<file path="config.mk">
export PLATFORM = sky130hd
export DESIGN_NAME = seq_multiplier
export DESIGN_NICKNAME = d
export VERILOG_FILES = /design/src/hdl/exec_pkg.sv /design/src/hdl/seq_multiplier.sv
export SDC_FILE = /design/constraint.sdc
export NUM_CORES = 1
export LEC_CHECK = 0
export BUFFER_PORTS_ARGS = -buffer_cell sky130_fd_sc_hd__buf_2
export CAP_MARGIN = 10
export CORE_MARGIN = 2
export CORE_UTILIZATION = 23
export DETAILED_ROUTE_END_ITERATION = 12
export PLACE_DENSITY_LB_ADDON = 0.08
export SETUP_SLACK_MARGIN = 0.1
export SLEW_MARGIN = 20
export SYNTH_ARGS = -nofsm -noshare
export SYNTH_HDL_FRONTEND = slang
export SYNTH_SLANG_ARGS = --single-unit
export TNS_END_PERCENT = 20
</file>
<file path="constraint.sdc">
create_clock -name clk -period 5.1 [get_ports clk]
set_clock_uncertainty 0.15 [all_clocks]
set_input_delay 0.255 -clock clk [delete_from_list [all_inputs] [get_ports clk]]
set_output_delay 0.255 -clock clk [all_outputs]
set_load 0.1 [all_outputs]
</file>
<file path="src/hdl/exec_pkg.sv">
package exec_pkg;

    // datapath widths
    localparam int XLEN    = 64;
    localparam int SHAMT_W = 6;

    // iterative multiplier geometry
    localparam int MUL_DIGIT = 4;
    localparam int MUL_STEPS = XLEN / MUL_DIGIT;
    localparam int MUL_CNT_W = $clog2(MUL_STEPS);

    typedef enum logic [4:0] {
        OP_ADD    = 5'd0,
        OP_SUB    = 5'd1,
        OP_PASS_A = 5'd2,
        OP_PASS_B = 5'd3,
        OP_XOR    = 5'd4,
        OP_OR     = 5'd5,
        OP_AND    = 5'd6,
        OP_SLL    = 5'd7,
        OP_SRL    = 5'd8,
        OP_SRA    = 5'd9,
        OP_SLT    = 5'd10,
        OP_SLTU   = 5'd11,
        OP_EQ     = 5'd12,
        OP_GE     = 5'd13,
        OP_GEU    = 5'd14,
        OP_MUL    = 5'd15,
        OP_DIV    = 5'd16,
        OP_DIVU   = 5'd17,
        OP_REM    = 5'd18,
        OP_REMU   = 5'd19
    } alu_op_e;

    // first operand source
    typedef enum logic [1:0] {
        SEL_A_PC  = 2'd0,
        SEL_A_RS1 = 2'd1
    } sel_a_e;

    // second operand source
    typedef enum logic [1:0] {
        SEL_B_IMM = 2'd0,
        SEL_B_RS2 = 2'd1,
        SEL_B_CSR = 2'd2
    } sel_b_e;

    typedef enum logic {
        MUL_IDLE = 1'b0,
        MUL_BUSY = 1'b1
    } mul_state_e;

endpackage
</file>
<file path="src/hdl/seq_multiplier.sv">
`timescale 1ns/1ns

module seq_multiplier import exec_pkg::*; (
    input  logic            clk,
    input  logic            rst_n,
    input  logic            start,
    input  logic            flush,
    input  logic [XLEN-1:0] a,
    input  logic [XLEN-1:0] b,
    output logic            busy,
    output logic            done,
    output logic [XLEN-1:0] product
);

    mul_state_e           state;
    logic [MUL_CNT_W-1:0] step_cnt;
    logic [XLEN-1:0]      mcand;
    logic [XLEN-1:0]      mplier;
    logic [XLEN-1:0]      acc;
    logic [XLEN-1:0]      partial;
    logic                 last_step;

    // multiplicand times the current radix-16 digit
    assign partial   = mcand * XLEN'(mplier[MUL_DIGIT-1:0]);
    assign last_step = (step_cnt == MUL_CNT_W'(MUL_STEPS - 1));

    assign busy = (state == MUL_BUSY);
    // product is valid while the final step is being taken
    assign done    = busy && last_step && !flush;
    assign product = acc + partial;

    always_ff @(posedge clk or negedge rst_n) begin
        if (!rst_n) begin
            state    <= MUL_IDLE;
            step_cnt <= '0;
        end else if (flush) begin
            state    <= MUL_IDLE;
            step_cnt <= '0;
        end else if (state == MUL_IDLE) begin
            if (start) begin
                state    <= MUL_BUSY;
                step_cnt <= '0;
            end
        end else begin
            step_cnt <= step_cnt + 1'b1;
            if (last_step) begin
                state <= MUL_IDLE;
            end
        end
    end

    // datapath registers
    always_ff @(posedge clk) begin
        if (state == MUL_IDLE && start) begin
            mcand  <= a;
            mplier <= b;
            acc    <= '0;
        end else if (state == MUL_BUSY) begin
            acc    <= acc + partial;
            mcand  <= mcand << MUL_DIGIT;
            mplier <= mplier >> MUL_DIGIT;
        end
    end

endmodule

</file>
==> flow_summary.ini <==
[placed_design]
hpwl_um = 45400
dp.cells = 3212
placement.io_buffers = 197
gp_congestion = 0.787

[sta]
setup_viol = 60
hold_viol = 0
slew-limit-headroom_pct = 43.5
worst_pin_slew_ns = 0.848
period_share_pct = 115
drv_slew = 0
rsz0062_at_grt = yes
fmax_ghz = 0.171
final.setup.worst_slack_ns = -0.741
tns_ns = -24.78
fin_crit_ns = 5.84

[status]
status = finished, violations left
violations = negative setup slack

[synth]
synth-seq-cells = 197
synth_area_um2 = 17700
synth.largest_area_cell = edfxtp_1
synth_edf_count = 128
yosysSeqAreaShare_pct = 29.7
synth.area.top_cells = edfxtp_1 22%, fa_1 21%, and2_1 8.8%
ys_warn_count = 0
async_flop_share_pct = 2.54
synthTopCellsByCount = 285 x inv_1, 249 x and2_1, 182 x fa_1
syn_nets = 2158
ys.flop_type = edfxtp_1
yosys.area.top_type_share_pct = 21.7
ys_types = 68
synth.avg_cell_area_um2 = 9.96
syn_inst = 1776
yosysMostFrequentCell = inv_1

[detailed_routing]
wl_per_cell_um = 17.9
wl_met3_um = 2030
firstDrtPassIters = 4
drtAntennaViolNets = 0
dr.max_layer_used = met5
drt_iter0_markers = 486
drc_errors = 0
vias = 14600
wl_met2_um = 29800
met1_length_um = 28500
routed_wl_um = 61400
viasPerCell = 4.26

[die]
dieArea_um2 = 79100
boundaryPins = 198
die_h_um = 281
initial_core_util_pct = 23.3
core_area_um2 = 76100
die_w_um = 281
rows = 101

[clocking]
clkSinkCount = 197
cts_tree = yes
clk_pin_slew_ns = 0.09
htreeDepth = 4
cts_root_buffer = clkbuf_16
insertion_delay_ns = 0.52
cts.path.max_buffers = 2
numCtsBuffers = 17

[final_layout]
drive_gt1_share_pct = 40.8
fillers = 7690
area_growth_pct = 56.9
layout.nets = 2762
final-instance-count-excl-fill = 3425
post-route-util_pct = 36.5

[worst_setup_path]
crit_type = reg2out
endpoint_kind = primary output
worstPathRequired_ns = 4.70
worst_ep_arrival_time_ns = 5.44
cp_max_fo = 5
cp-start-kind = flip-flop

[hold_path]
worstHoldPathType = in2reg

[grt]
gr-total-overflow = 0
antenna_found_initial = 4
grt_first_pass_wirelength_um = 93900
grt_pass1_vias = 16000
grt_use_total_pct = 15.7
grt_max_degree = 103

[job]
drv_cap = 0
[flip-flops by register name, indices dropped and copies added (netlist names)]
| name | cells |
|---|---|
| acc | 64 |
| mcand | 64 |
| mplier | 64 |
| step_cnt | 4 |
| busy | 1 |
[critical path, cell delays in order (launching register included)]
cell and delay, ns:
edfxtp_1 0.46, buf_6 0.17, clkbuf_16 0.15, and2_4 0.14, fa_1 0.48, fa_1 0.50
inv_1 0.05, fa_1 0.49, inv_2 0.05, ha_4 0.27, nand4_1 0.15, o22a_1 0.23
and2_4 0.17, o311a_4 0.34, o31ai_4 0.36, a41oi_4 0.19, buf_6 0.18, buf_12 0.12
xnor2_4 0.20, buf_12 0.20
[final cells by class]
type                       instances  area [um2]  area share, %
inverter                         285        1080           3.88
sequential                       197        5250           18.9
clock buffer                      17         425           1.53
clock inverter                    15         198          0.712
multi-input combinational       1210       13300           47.8
tap                             1030        1290           4.64
timing repair buffer             669        6240           22.5
antenna                            2        5.00         0.0180
[layout by cell type (no fill, tap or decap), types with 10 or more instances in the layout]
cell type / count
xor2_4: 11
mux2_2: 120
fa_1: 172
o21ai_2: 12
a22o_1: 27
inv_2: 17
dfxtp_1: 64
o21ai_1: 11
and2_4: 26
o21ai_0: 36
buf_2: 139
inv_1: 267
nand2_1: 97
nand4_1: 19
nand3_1: 12
a21oi_1: 38
xnor2_1: 14
dlygate4sd3_1: 131
nor2_1: 30
a21o_1: 36
buf_12: 68
ha_1: 29
and2_1: 223
ha_4: 34
buf_4: 281
fa_2: 10
edfxtp_1: 128
buf_6: 36
nor2_2: 13
xnor2_4: 27
clkbuf_16: 22
a21oi_2: 27
[final timing paths]
path / startpoint / endpoint / slack, ns / cells past startpoint
worst min register to register: acc[26] / acc[26] / 0.33 / 1
min in group asynchronous: rst_n / busy / 0.53 / 3
worst max-delay path: mplier[3] / product[52] / -0.74 / 19
worst max register to register: mplier[3] / acc[56] / -0.19 / 19
worst min-delay path: start / acc[0] / 0.1 / 2
max in group asynchronous: rst_n / busy / 4.05 / 3
[per-stage QoR]
stage | area [um2] | hold slack [ns] | setup slack, ns
2_1_floorplan | 18800 | -0.191 | -0.364
3_3_place_gp | 23800 | -0.0738 | -0.566
3_5_place_dp | 23800 | -0.0692 | -0.571
4_1_cts | 26900 | 0.0403 | -0.808
5_1_grt | 27700 | 0.0954 | -0.936
6_report | 27700 | 0.0966 | -0.741
[timing repair]
action	in CTS	in global routing
resized for setup	161	144
pin swaps	74	66
hold buffers	131	0
endpoints found under the hold margin	138	0
setup endpoints to repair	83	95
gates cloned	5	5
buffers inserted	18	23
[routing by layer]
metal | GRT usage, % | vias to the layer above
met4 | 4.42 | 4
met3 | 2.55 | 47
met1 | 20.5 | 7290
li1 | - | 7042
met5 | 0 | -
met2 | 26.7 | 222
[kinds of logic (layout without fill, tap and decap cells)]
family	Yosys count	after routing	share of synthesized area [%]
buffers and inverters	369	986	7.83
multiplexers	126	126	7.99
flip-flops	197	197	29.7
adder cells (fa/ha/maj)	250	250	25.4
XOR/XNOR	67	67	3.32
AND/OR/NAND/NOR	476	476	14.6
AO/OA/AOI/OAI	291	291	11.2
other	0	2	0
Power is not shown: default switching activity piles up to over one toggle a cycle in this logic, so the estimate is an artifact.
