File: src/hdl/exec_pkg.sv
package exec_pkg;

    // datapath widths
    localparam int XLEN    = 64;
    localparam int SHAMT_W = 6;

    // iterative multiplier geometry
    localparam int MUL_DIGIT = 4;
    localparam int MUL_STEPS = XLEN / MUL_DIGIT;
    localparam int MUL_CNT_W = $clog2(MUL_STEPS);

    typedef enum logic [4:0] {
        OP_ADD    = 5'd0,
        OP_SUB    = 5'd1,
        OP_PASS_A = 5'd2,
        OP_PASS_B = 5'd3,
        OP_XOR    = 5'd4,
        OP_OR     = 5'd5,
        OP_AND    = 5'd6,
        OP_SLL    = 5'd7,
        OP_SRL    = 5'd8,
        OP_SRA    = 5'd9,
        OP_SLT    = 5'd10,
        OP_SLTU   = 5'd11,
        OP_EQ     = 5'd12,
        OP_GE     = 5'd13,
        OP_GEU    = 5'd14,
        OP_MUL    = 5'd15,
        OP_DIV    = 5'd16,
        OP_DIVU   = 5'd17,
        OP_REM    = 5'd18,
        OP_REMU   = 5'd19
    } alu_op_e;

    // first operand source
    typedef enum logic [1:0] {
        SEL_A_PC  = 2'd0,
        SEL_A_RS1 = 2'd1
    } sel_a_e;

    // second operand source
    typedef enum logic [1:0] {
        SEL_B_IMM = 2'd0,
        SEL_B_RS2 = 2'd1,
        SEL_B_CSR = 2'd2
    } sel_b_e;

    typedef enum logic {
        MUL_IDLE = 1'b0,
        MUL_BUSY = 1'b1
    } mul_state_e;

endpackage
File: src/hdl/operand_mux.sv
`timescale 1ns/1ns

module operand_mux import exec_pkg::*; (
    input  logic [XLEN-1:0] pc,
    input  logic [XLEN-1:0] rs1,
    input  logic [XLEN-1:0] rs2,
    input  logic [XLEN-1:0] csr,
    input  logic [XLEN-1:0] imm,
    input  sel_a_e          sel_a,
    input  sel_b_e          sel_b,
    input  logic            rs1to32,
    output logic [XLEN-1:0] a,
    output logic [XLEN-1:0] b
);

    logic [XLEN-1:0] rs1_eff;

    // word ops see only the low half of rs1
    assign rs1_eff = rs1to32 ? {{(XLEN/2){1'b0}}, rs1[XLEN/2-1:0]} : rs1;

    assign a = (sel_a == SEL_A_RS1) ? rs1_eff : pc;

    always_comb begin
        case (sel_b)
            SEL_B_RS2: b = rs2;
            SEL_B_CSR: b = csr;
            default:   b = imm;
        endcase
    end

endmodule

File: config.mk
export PLATFORM = sky130hd
export DESIGN_NAME = operand_mux
export DESIGN_NICKNAME = d
export VERILOG_FILES = /design/src/hdl/exec_pkg.sv /design/src/hdl/operand_mux.sv
export SDC_FILE = /design/constraint.sdc
export NUM_CORES = 1
export LEC_CHECK = 0
export ABC_AREA = 0
export BUFFER_PORTS_ARGS = -buffer_cell sky130_fd_sc_hd__buf_2
export CAP_MARGIN = 20
export CORE_AREA = 2 2 175 177
export DETAILED_ROUTE_END_ITERATION = 8
export DIE_AREA = 0 0 177 179
export GPL_ROUTABILITY_DRIVEN = 0
export PLACE_DENSITY = 0.4
export SYNTH_ARGS = -nofsm -noshare
export SYNTH_HDL_FRONTEND = slang
export SYNTH_SLANG_ARGS = --single-unit
File: constraint.sdc
create_clock -name vclk -period 2.8
set_input_delay 0.56 -clock vclk [all_inputs]
set_output_delay 0.56 -clock vclk [all_outputs]
set_load 0.005 [all_outputs]
==> results of run 1 <==
[Yosys cell counts]
master,number,share of area
a22oi_1,64,0.19
nand2_1,64,0.094
o21ai_0,64,0.13
mux2_4,60,0.35
and2b_1,21,0.062
buf_2,21,0.041
nor2b_1,11,0.027
clkbuf_1,9,0.013
buf_12,7,0.055
mux2_2,4,0.018
ha_1,2,0.0098
inv_1,2,0.0029
buf_4,1,0.0029
nor2b_4,1,0.0054
[worst max-delay path by stage]
stage                   from     to  slack, ns  depth (start not counted)
CTS                 sel_b[0]  b[41]       0.44                          7
global placement    sel_b[0]  b[41]       0.43                          7
floorplan           sel_b[0]  b[38]       0.76                          7
finish              sel_b[1]  b[51]       0.44                          7
detailed placement  sel_b[0]  b[41]       0.44                          7
global route        sel_b[0]  b[35]       0.33                          7
[stage by stage]
| step | power (mW) | hold WS [ns] | std cells | cell area [sq um] |
|---|---|---|---|---|
| 2_1_floorplan | 0.396 | 1.22 | 331 | 2550 |
| 3_3_place_gp | 0.870 | 1.39 | 1153 | 5180 |
| 3_5_place_dp | 0.865 | 1.39 | 1153 | 5180 |
| 4_1_cts | 0.870 | 1.39 | 1153 | 5180 |
| 5_1_grt | 0.950 | 1.41 | 1153 | 5180 |
| 6_report | 0.863 | 1.39 | 1153 | 5180 |
[layer usage]
metal / part of all wire / track usage / vias up
met5: 0 / 0 / -
met4: 0.0077 / 0.00585 / 0
met3: 0.055 / 0.00827 / 14
met2: 0.48 / 0.139 / 163
met1: 0.46 / 0.141 / 1953
li1: - / - / 2064
[power groups by stage]
stage | combinational, mW | clock, mW | sequential, mW
final | 0.863 | 0 | 0
after floorplan | 0.396 | 0 | 0
after global placement | 0.870 | 0 | 0
after detailed placement | 0.865 | 0 | 0
after CTS | 0.870 | 0 | 0
after global routing | 0.950 | 0 | 0
[cell families after synthesis]
kind of cell    synth area share
mux                        0.371
simple gates               0.189
compound gates             0.314
buf+inv                    0.115
fa+ha+maj                0.00983
[cell type report]
class / count / area [sq um] / share of cell area
inverter: 2 / 7.51 / 0.00145
multi-input combinational: 291 / 2270 / 0.437
tap: 396 / 495 / 0.0956
timing repair buffer: 464 / 2410 / 0.465
==> metrics.yaml, run 1 <==
outcome: "finished, final reports clean"
grt_pass1_wl_um: 22300
area_delta_synth_final_pct: 104
worstSetupPathType: "input port to primary output"
final-setup-viol-count: 0
ys_seq_area_frac: 0
cp_cell_sequence: "buf_2 > inv_1 > ha_2 > buf_4 > a22oi_1 > o21ai_0 > buf_2"
tns_ns: 0
hpwl_um: 14900
arrival_ns: 1.80
coreArea_sq_um: 30000
hp-class: "input port to primary output"
nClkBuffers: 0
cellInternalPower_uw: 485
port_buffers: 453
min_to: "b[40]"
avgViaCountPerCell: 3.64
p_clk_frac: 0
end_kind: "primary output"
grt_overflow: 0
period_needed_ns: 2.36
worst_setup_path_start_kind: "input port"
cts.repair.resized: 0
switching_power_uw: 378
synth_cells: 331
yosysWarningCount: 0
seq_power_share: 0
postCtsHoldBufs: 0
rsz0062_at_grt: "no"
antenna_found_initial: 3
p_per_area_nw_per_um2: 166
vias: 4194
drc: 0
track_usage: 0.0909
slowest_delay_ns: 0.30
max_slew_margin: 0.638
cp_num_buf_inv: 4
initial_core_util: 0.0848
postRouteAntennaNets: 0
irDropWorstVdd_v: 0.0000481
max_freq_ghz: 0.425
flops_and_latches: 0
crit_top_cell: "buf_2"
chipWidth_um: 177
hold-path-cell-count: 4
finalCritPeriodShare: 0.841
die_h_um: 179
grt_pass1_vias: 3616
worst_pin_slew_ns: 0.543
std_cell_rows: 64
min-delay-start: "imm[40]"
ys_types: 14
crit_required_ns: 2.24
cp_top_family: "buffers and inverters"
antenna_cells: 0
syn_nets: 658
fin_util: 0.173
dr.pass1.iters: 5
p_leak_nw: 2.87
report.final.hold_viol_count: 0
switching_share: 0.438
nets: 1086
ff_latch_area_sq_um: 0
avgSynthCellArea_sq_um: 7.69
final_critical_path_setup_slack_ns: 0.445
crit_slowest_cell: "ha_2"
pin_count: 453
die_area_sq_um: 31700
grt_max_degree: 65
finalMaxSlewViolations: 0
wl_per_cell_um: 14.8
fill_cells: 3476
drtIter0Drc: 264
drive_above_1_share: 0.701
cap_violations: 0
dp_worst_setup_slack_ns: 0.442
mostFrequentLayoutCells: "453 x buf_2, 64 x a22oi_1, 64 x nand2_1, 64 x o21ai_0, 60 x mux2_4"
routed_wl_um: 17100
netlist_area_sq_um: 2550
post_cts_buffers: 0
power_frac_comb: 1.000
path_max_fanout: 16
final_common_cell: "buf_2"
(Power assumes the default switching activity.)
==> run 2, diff against run 1 <==
- ABC_AREA: 0 -> 1
- CORE_AREA: 2 2 175 177 -> 2 2 176 178
- DIE_AREA: 0 0 177 179 -> 0 0 178 180
- PLACE_DENSITY: 0.4 -> 0.41
- clock period: 2.8 -> 2 ns (I/O delays scaled with it)
==> run 2 against run 1 <==
  * Total power up 41%
  * Sequential share of layout area is the same
  * Via count grew 27%
  * Utilization up 0.79 points
  * Worst setup slack lost 0.35 ns
  * Combinational power rose by 41%
  * Highest routed layer unchanged
  * Die area rose by 1.1%
  * Count of clock-buffer cells in the layout did not move
  * Synthesized cell count is 110% higher
  * Final cell count rose by 31%
==> metrics.yaml, run 2 <==
report.final.hold_viol_count: 0  # unchanged
finalCritPeriodShare: 0.952
synth_cells: 691  # was 331
hpwl_um: 15800  # was 14,900 um
grt_pass1_vias: 5030  # was 3,616
avgViaCountPerCell: 3.51  # was 3.64
track_usage: 0.106  # was 0.0909
min-delay-start: "rs1[25]"  # was imm[40]
p_leak_nw: 3.85  # was 2.87 nW
ys_seq_area_frac: 0  # unchanged
pin_count: 453  # unchanged
final-setup-viol-count: 0  # unchanged
path_max_fanout: 64  # was 16
mostFrequentLayoutCells: "576 x nand2_1, 453 x buf_2, 36 x inv_1"  # was 453 x buf_2, 64 x a22oi_1, 64 x nand2_1, 64 x o21ai_0, 60 x mux2_4
grt_pass1_wl_um: 27200  # was 22,300 um
cp_cell_sequence: "buf_2 > inv_1 > ha_2 > buf_12 > nand2_1 > nand2_1 > buf_2"  # was buf_2 > inv_1 > ha_2 > buf_4 > a22oi_1 > o21ai_0 > buf_2
nClkBuffers: 0  # unchanged
cap_violations: 0  # unchanged
cts.repair.resized: 0  # unchanged
drc: 0  # unchanged
worst_setup_path_start_kind: "input port"  # unchanged
dr.pass1.iters: 4  # was 5
wl_per_cell_um: 12.3  # was 14.8 um
irDropWorstVdd_v: 0.0000954  # was 0.0000481 V
arrival_ns: 1.50  # was 1.80 ns
synth_top_area_frac: 0.811  # was 0.354
drtIter0Drc: 237  # was 264
port_buffers: 453  # unchanged
grt_max_degree: 65  # unchanged
worst_pin_slew_ns: 0.274  # was 0.543 ns
coreArea_sq_um: 30200  # was 30,000 sq um
rsz0062_at_grt: "no"  # unchanged
p_per_area_nw_per_um2: 223  # was 166 nW/um^2
yosysWarningCount: 0  # unchanged
period_needed_ns: 1.90
ys_top_cells_by_count: "576 x nand2_1, 36 x buf_2, 36 x inv_1, 32 x nor2_1"  # was 64 x a22oi_1, 64 x nand2_1, 64 x o21ai_0, 60 x mux2_4
highest_layer: "met4"  # unchanged
worst-path-stages: 7  # unchanged
min_to: "a[25]"  # was b[40]
cp_num_buf_inv: 4  # unchanged
grt_overflow: 0  # unchanged
synthTopCellsByArea: "nand2_1 81%, buf_2 6.8%, inv_1 5.1%, nor2_1 4.5%, ha_1 0.94%"  # was mux2_4 35%, a22oi_1 19%, o21ai_0 13%, nand2_1 9.4%, and2b_1 6.2%
final_common_cell: "nand2_1"  # was buf_2
max_freq_ghz: 0.525
multi_input_area_sq_um: 2330  # was 2270 sq um
die_h_um: 180  # was 179 um
flops_and_latches: 0  # unchanged
outcome: "finished, final reports clean"  # unchanged
antenna_found_initial: 2  # was 3
chipWidth_um: 178  # was 177 um
area_delta_synth_final_pct: 104  # about the same
ys_types: 10  # was 14
postRouteAntennaNets: 0  # unchanged
finalMaxSlewViolations: 0  # unchanged
max_slew_margin: 0.817  # was 0.638
syn_nets: 1018  # was 658
std_cell_rows: 64  # unchanged
synth_most_common_cell: "nand2_1"
routed_wl_um: 18600  # was 17,100 um
wl_met1_um: 8060  # was 7830 um
worstSetupPathType: "input port to primary output"  # unchanged
end_kind: "primary output"  # unchanged
yosysTopAreaCell: "nand2_1"  # was mux2_4
netlist_area_sq_um: 2670  # was 2550 sq um
avgSynthCellArea_sq_um: 3.86  # was 7.69 sq um
die_area_sq_um: 32000  # was 31,700 sq um
hp-class: "input port to primary output"  # unchanged
cp_top_family: "buffers and inverters"  # unchanged
holdWs_ns: 1.05  # was 1.39 ns
fill_cells: 3658  # was 3,476
postCtsHoldBufs: 0  # unchanged
crit_slowest_cell: "ha_2"  # unchanged
crit_required_ns: 1.60  # was 2.24 ns
ff_latch_area_sq_um: 0  # unchanged
post_cts_buffers: 0  # unchanged
slowest_delay_ns: 0.35  # was 0.30 ns
initial_core_util: 0.0883  # was 0.0848
route.met3.wl_um: 979  # was 946 um
vias: 5324  # was 4,194
hold-path-cell-count: 4  # unchanged
nets: 1446  # was 1,086
tns_ns: 0  # unchanged
wl_met2_um: 9330  # was 8160 um
drive_above_1_share: 0.423  # was 0.701
run 2: changes by cell type after synthesis, sizes merged, moves of 12 or more:
cell / delta
inv: +35
mux2: -64
o21ai: -64
nor2b: -12
and2b: -21
nand2: +513
nor2: +33
a22oi: -64
run 2: where the power goes:
part / switching (mW) / total (mW) / internal, mW
clock: 0 / 0.000000134 / 0.000000134
combinational: 0.624 / 1.22 / 0.593
sequential: 0 / 0 / 0
run 2: area by class of cell:
type                       instances  area share
antenna                            2    0.000918
timing repair buffer             468       0.455
tap                              396      0.0909
multi-input combinational        612       0.428
inverter                          37      0.0255
run 2: worst min-delay path, cell delays in order:
cell	delay, ns
buf_2	0.07
nand2_1	0.04
nand2_1	0.04
buf_2	0.10
run 2: layer usage:
| layer | GRT usage | vias up |
|---|---|---|
| li1 | - | 2851 |
| met1 | 0.137 | 2281 |
| met2 | 0.194 | 178 |
| met3 | 0.00783 | 14 |
| met4 | 0.0111 | 0 |
| met5 | 0 | - |
run 2: logic make-up after synthesis:
| group | after synthesis | synth area share |
|---|---|---|
| fa+ha+maj | 2 | 0.00938 |
| buf+inv | 79 | 0.128 |
| simple gates | 610 | 0.863 |
run 2: how the worst max path moves through the flow:
| stage | startpoint | endpoint | slack [ns] |
|---|---|---|---|
| after global routing | sel_b[0] | b[22] | 0.007 |
| after detailed placement | sel_b[0] | b[35] | 0.10 |
| after floorplan | sel_b[0] | b[29] | 0.34 |
| final | sel_b[0] | b[12] | 0.1 |
| after CTS | sel_b[0] | b[35] | 0.10 |
| after global placement | sel_b[0] | b[12] | 0.08 |
run 2: stage by stage:
| step | worst slack (ns) | power, mW | util | instances | cell area (sq um) |
|---|---|---|---|---|---|
| floorplan | 0.344 | 0.510 | - | 691 | 2670 |
| global placement | 0.0829 | 1.23 | 0.180 | 1513 | 5440 |
| detailed placement | 0.103 | 1.22 | 0.180 | 1513 | 5440 |
| CTS | 0.102 | 1.23 | 0.180 | 1513 | 5440 |
| global route | 0.00659 | 1.37 | 0.180 | 1515 | 5450 |
| finish | 0.0951 | 1.22 | 0.180 | 1515 | 5450 |
==> run 3, diff against run 2 <==
- CELL_PAD_IN_SITES_DETAIL_PLACEMENT: not set -> 2
- CELL_PAD_IN_SITES_GLOBAL_PLACEMENT: not set -> 2
- CORE_AREA: 2 2 176 178 -> not set
- CORE_ASPECT_RATIO: not set -> 0.6
- CORE_MARGIN: not set -> 2
- CORE_UTILIZATION: not set -> 10
- DIE_AREA: 0 0 178 180 -> not set
- PLACE_DENSITY: 0.41 -> 0.95
==> run 3 against run 2 <==
  * Critical path depth up 1
  * Wire length up 39%
  * Non-clock buffer count up 1
  * Critical path type unchanged
  * Global-route usage up 5.3 points
  * Utilization up 3.0 points
  * Critical endpoint is now b[59]
==> metrics.yaml, run 3 (synthesized netlist as in run 2, its figures left out) <==
finalCritPeriodShare: 0.946  # was 0.952
path_max_fanout: 8  # was 64
switching_power_uw: 743  # was 624 uW
placed_area_sq_um: 5390  # was 5440 sq um
avgViaCountPerCell: 3.96  # was 3.51
cp_cell_sequence: "buf_2 > inv_1 > ha_4 > inv_4 > buf_4 > nand2_1 > nand2_1 > buf_2"  # was buf_2 > inv_1 > ha_2 > buf_12 > nand2_1 > nand2_1 > buf_2
worst_setup_path_start_kind: "input port"  # unchanged
antenna_found_initial: 5  # was 2
p_leak_nw: 3.89  # was 3.85 nW
crit_slowest_cell: "ha_4"  # was ha_2
area_delta_synth_final_pct: 107  # was 104%
p_clk_frac: 0  # about the same
port_buffers: 453  # unchanged
finalMaxSlewViolations: 0  # unchanged
nClkBuffers: 0  # unchanged
total_power_mw: 1.37  # was 1.22 mW
end_kind: "primary output"  # unchanged
drc: 0  # unchanged
vias: 5867  # was 5,324
routed_wl_um: 25800  # was 18,600 um
drive_above_1_share: 0.424  # was 0.423
initial_core_util: 0.101  # was 0.0883
stdcell_count: 1483  # was 1,515
die_h_um: 130  # was 180 um
nets: 1447  # was 1,446
grt_max_degree: 65  # unchanged
grt_use_met2: 0.298  # was 0.194
irDropWorstVdd_v: 0.000111  # was 0.0000954 V
track_usage: 0.159  # was 0.106
cellInternalPower_uw: 627  # was 593 uW
std_cell_rows: 46  # was 64
grt_pass1_vias: 6140  # was 5,030
seq_power_share: 0  # about the same
coreArea_sq_um: 26300  # was 30,200 sq um
dp_cells: 1474  # was 1,513
busiest_layer: "met2"  # unchanged
cap_violations: 0  # unchanged
rsz0062_at_grt: "no"  # unchanged
switching_share: 0.542  # was 0.513
p_per_area_nw_per_um2: 248  # was 223 nW/um^2
mostFrequentLayoutCells: "576 x nand2_1, 453 x buf_2, 36 x inv_1"  # unchanged
outcome: "finished, final reports clean"  # unchanged
die_area_sq_um: 28000  # was 32,000 sq um
pin_count: 453  # unchanged
worst_pin_slew_ns: 0.616  # was 0.274 ns
chipWidth_um: 215  # was 178 um
worstSetupPathType: "input port to primary output"  # unchanged
final_area_sq_um: 5520  # was 5450 sq um
hpwl_um: 21800  # was 15,800 um
dr.pass1.iters: 4  # unchanged
post_cts_buffers: 0  # unchanged
power_frac_comb: 1.000  # about the same
final_common_cell: "nand2_1"  # unchanged
arrival_ns: 1.49  # was 1.50 ns
postCtsHoldBufs: 0  # unchanged
max_freq_ghz: 0.529  # was 0.525 GHz
grt_overflow: 0  # unchanged
holdWs_ns: 1.06  # was 1.05 ns
report.final.hold_viol_count: 0  # unchanged
cts.repair.resized: 0  # unchanged
final-setup-viol-count: 0  # unchanged
max_slew_margin: 0.590  # was 0.817
grt_pass1_wl_um: 34600  # was 27,200 um
slowest_delay_ns: 0.28  # was 0.35 ns
tns_ns: 0  # unchanged
postRouteAntennaNets: 0  # unchanged
period_needed_ns: 1.89  # was 1.90 ns
use_met3: 0.0225  # was 0.00783
hp-class: "input port to primary output"  # unchanged
crit_required_ns: 1.60  # about the same
drtIter0Drc: 216  # was 237
wl_per_cell_um: 17.4  # was 12.3 um
flops_and_latches: 0  # unchanged
ff_latch_area_sq_um: 0  # unchanged
use_met1: 0.198  # was 0.137
## run 3: changes by cell type in the layout (fill, tap and decap cells not counted)
cell       delta
buf_12        +1
buf_4         -4
clkbuf_16     +4
diode_2       +3
ha_2          -2
ha_4          +2
inv_2         -1
inv_4         +1
## run 3: final cells by class
class                      instances  area [sq um]
timing repair buffer             469          2570
tap                              360           450
antenna                            5          12.5
multi-input combinational        612          2350
fill                            3485         20800
inverter                          37           141
## run 3: layer usage
metal,vias up,wire length (um),share of wire
li1,2858,-,-
met1,2843,10700,0.42
met2,128,13500,0.52
met3,34,1140,0.044
met4,4,369,0.014
met5,-,27,0.0010
## run 3: metrics by stage
| step | worst slack, ns | util |
|---|---|---|
| 4_1_cts | 0.0287 | 0.205 |
| 3_3_place_gp | 0.0678 | 0.205 |
| 6_report | 0.108 | 0.210 |
| 2_1_floorplan | 0.344 | - |
| 3_5_place_dp | 0.0329 | 0.205 |
| 5_1_grt | 0.0199 | 0.210 |
## run 3: final timing paths
check / startpoint / endpoint / slack (ns) / depth (start not counted)
hold / removal: rs1[2] / a[2] / 1.06 / 4
setup / recovery: sel_b[0] / b[59] / 0.11 / 8
## run 3: worst max-delay path, delay by kind of cell
kind          cells  cell delay [ns]
fa+ha+maj         1             0.28
simple gates      2             0.15
buf+inv           5             0.65
## run 3: power groups by stage
stage,Sequential (mW),Combinational (mW),Clock [mW]
after floorplan,0,0.510,0
after global routing,0,1.52,0.000000134
after global placement,0,1.25,0
after detailed placement,0,1.32,0
after CTS,0,1.33,0
final,0,1.37,0.000000336
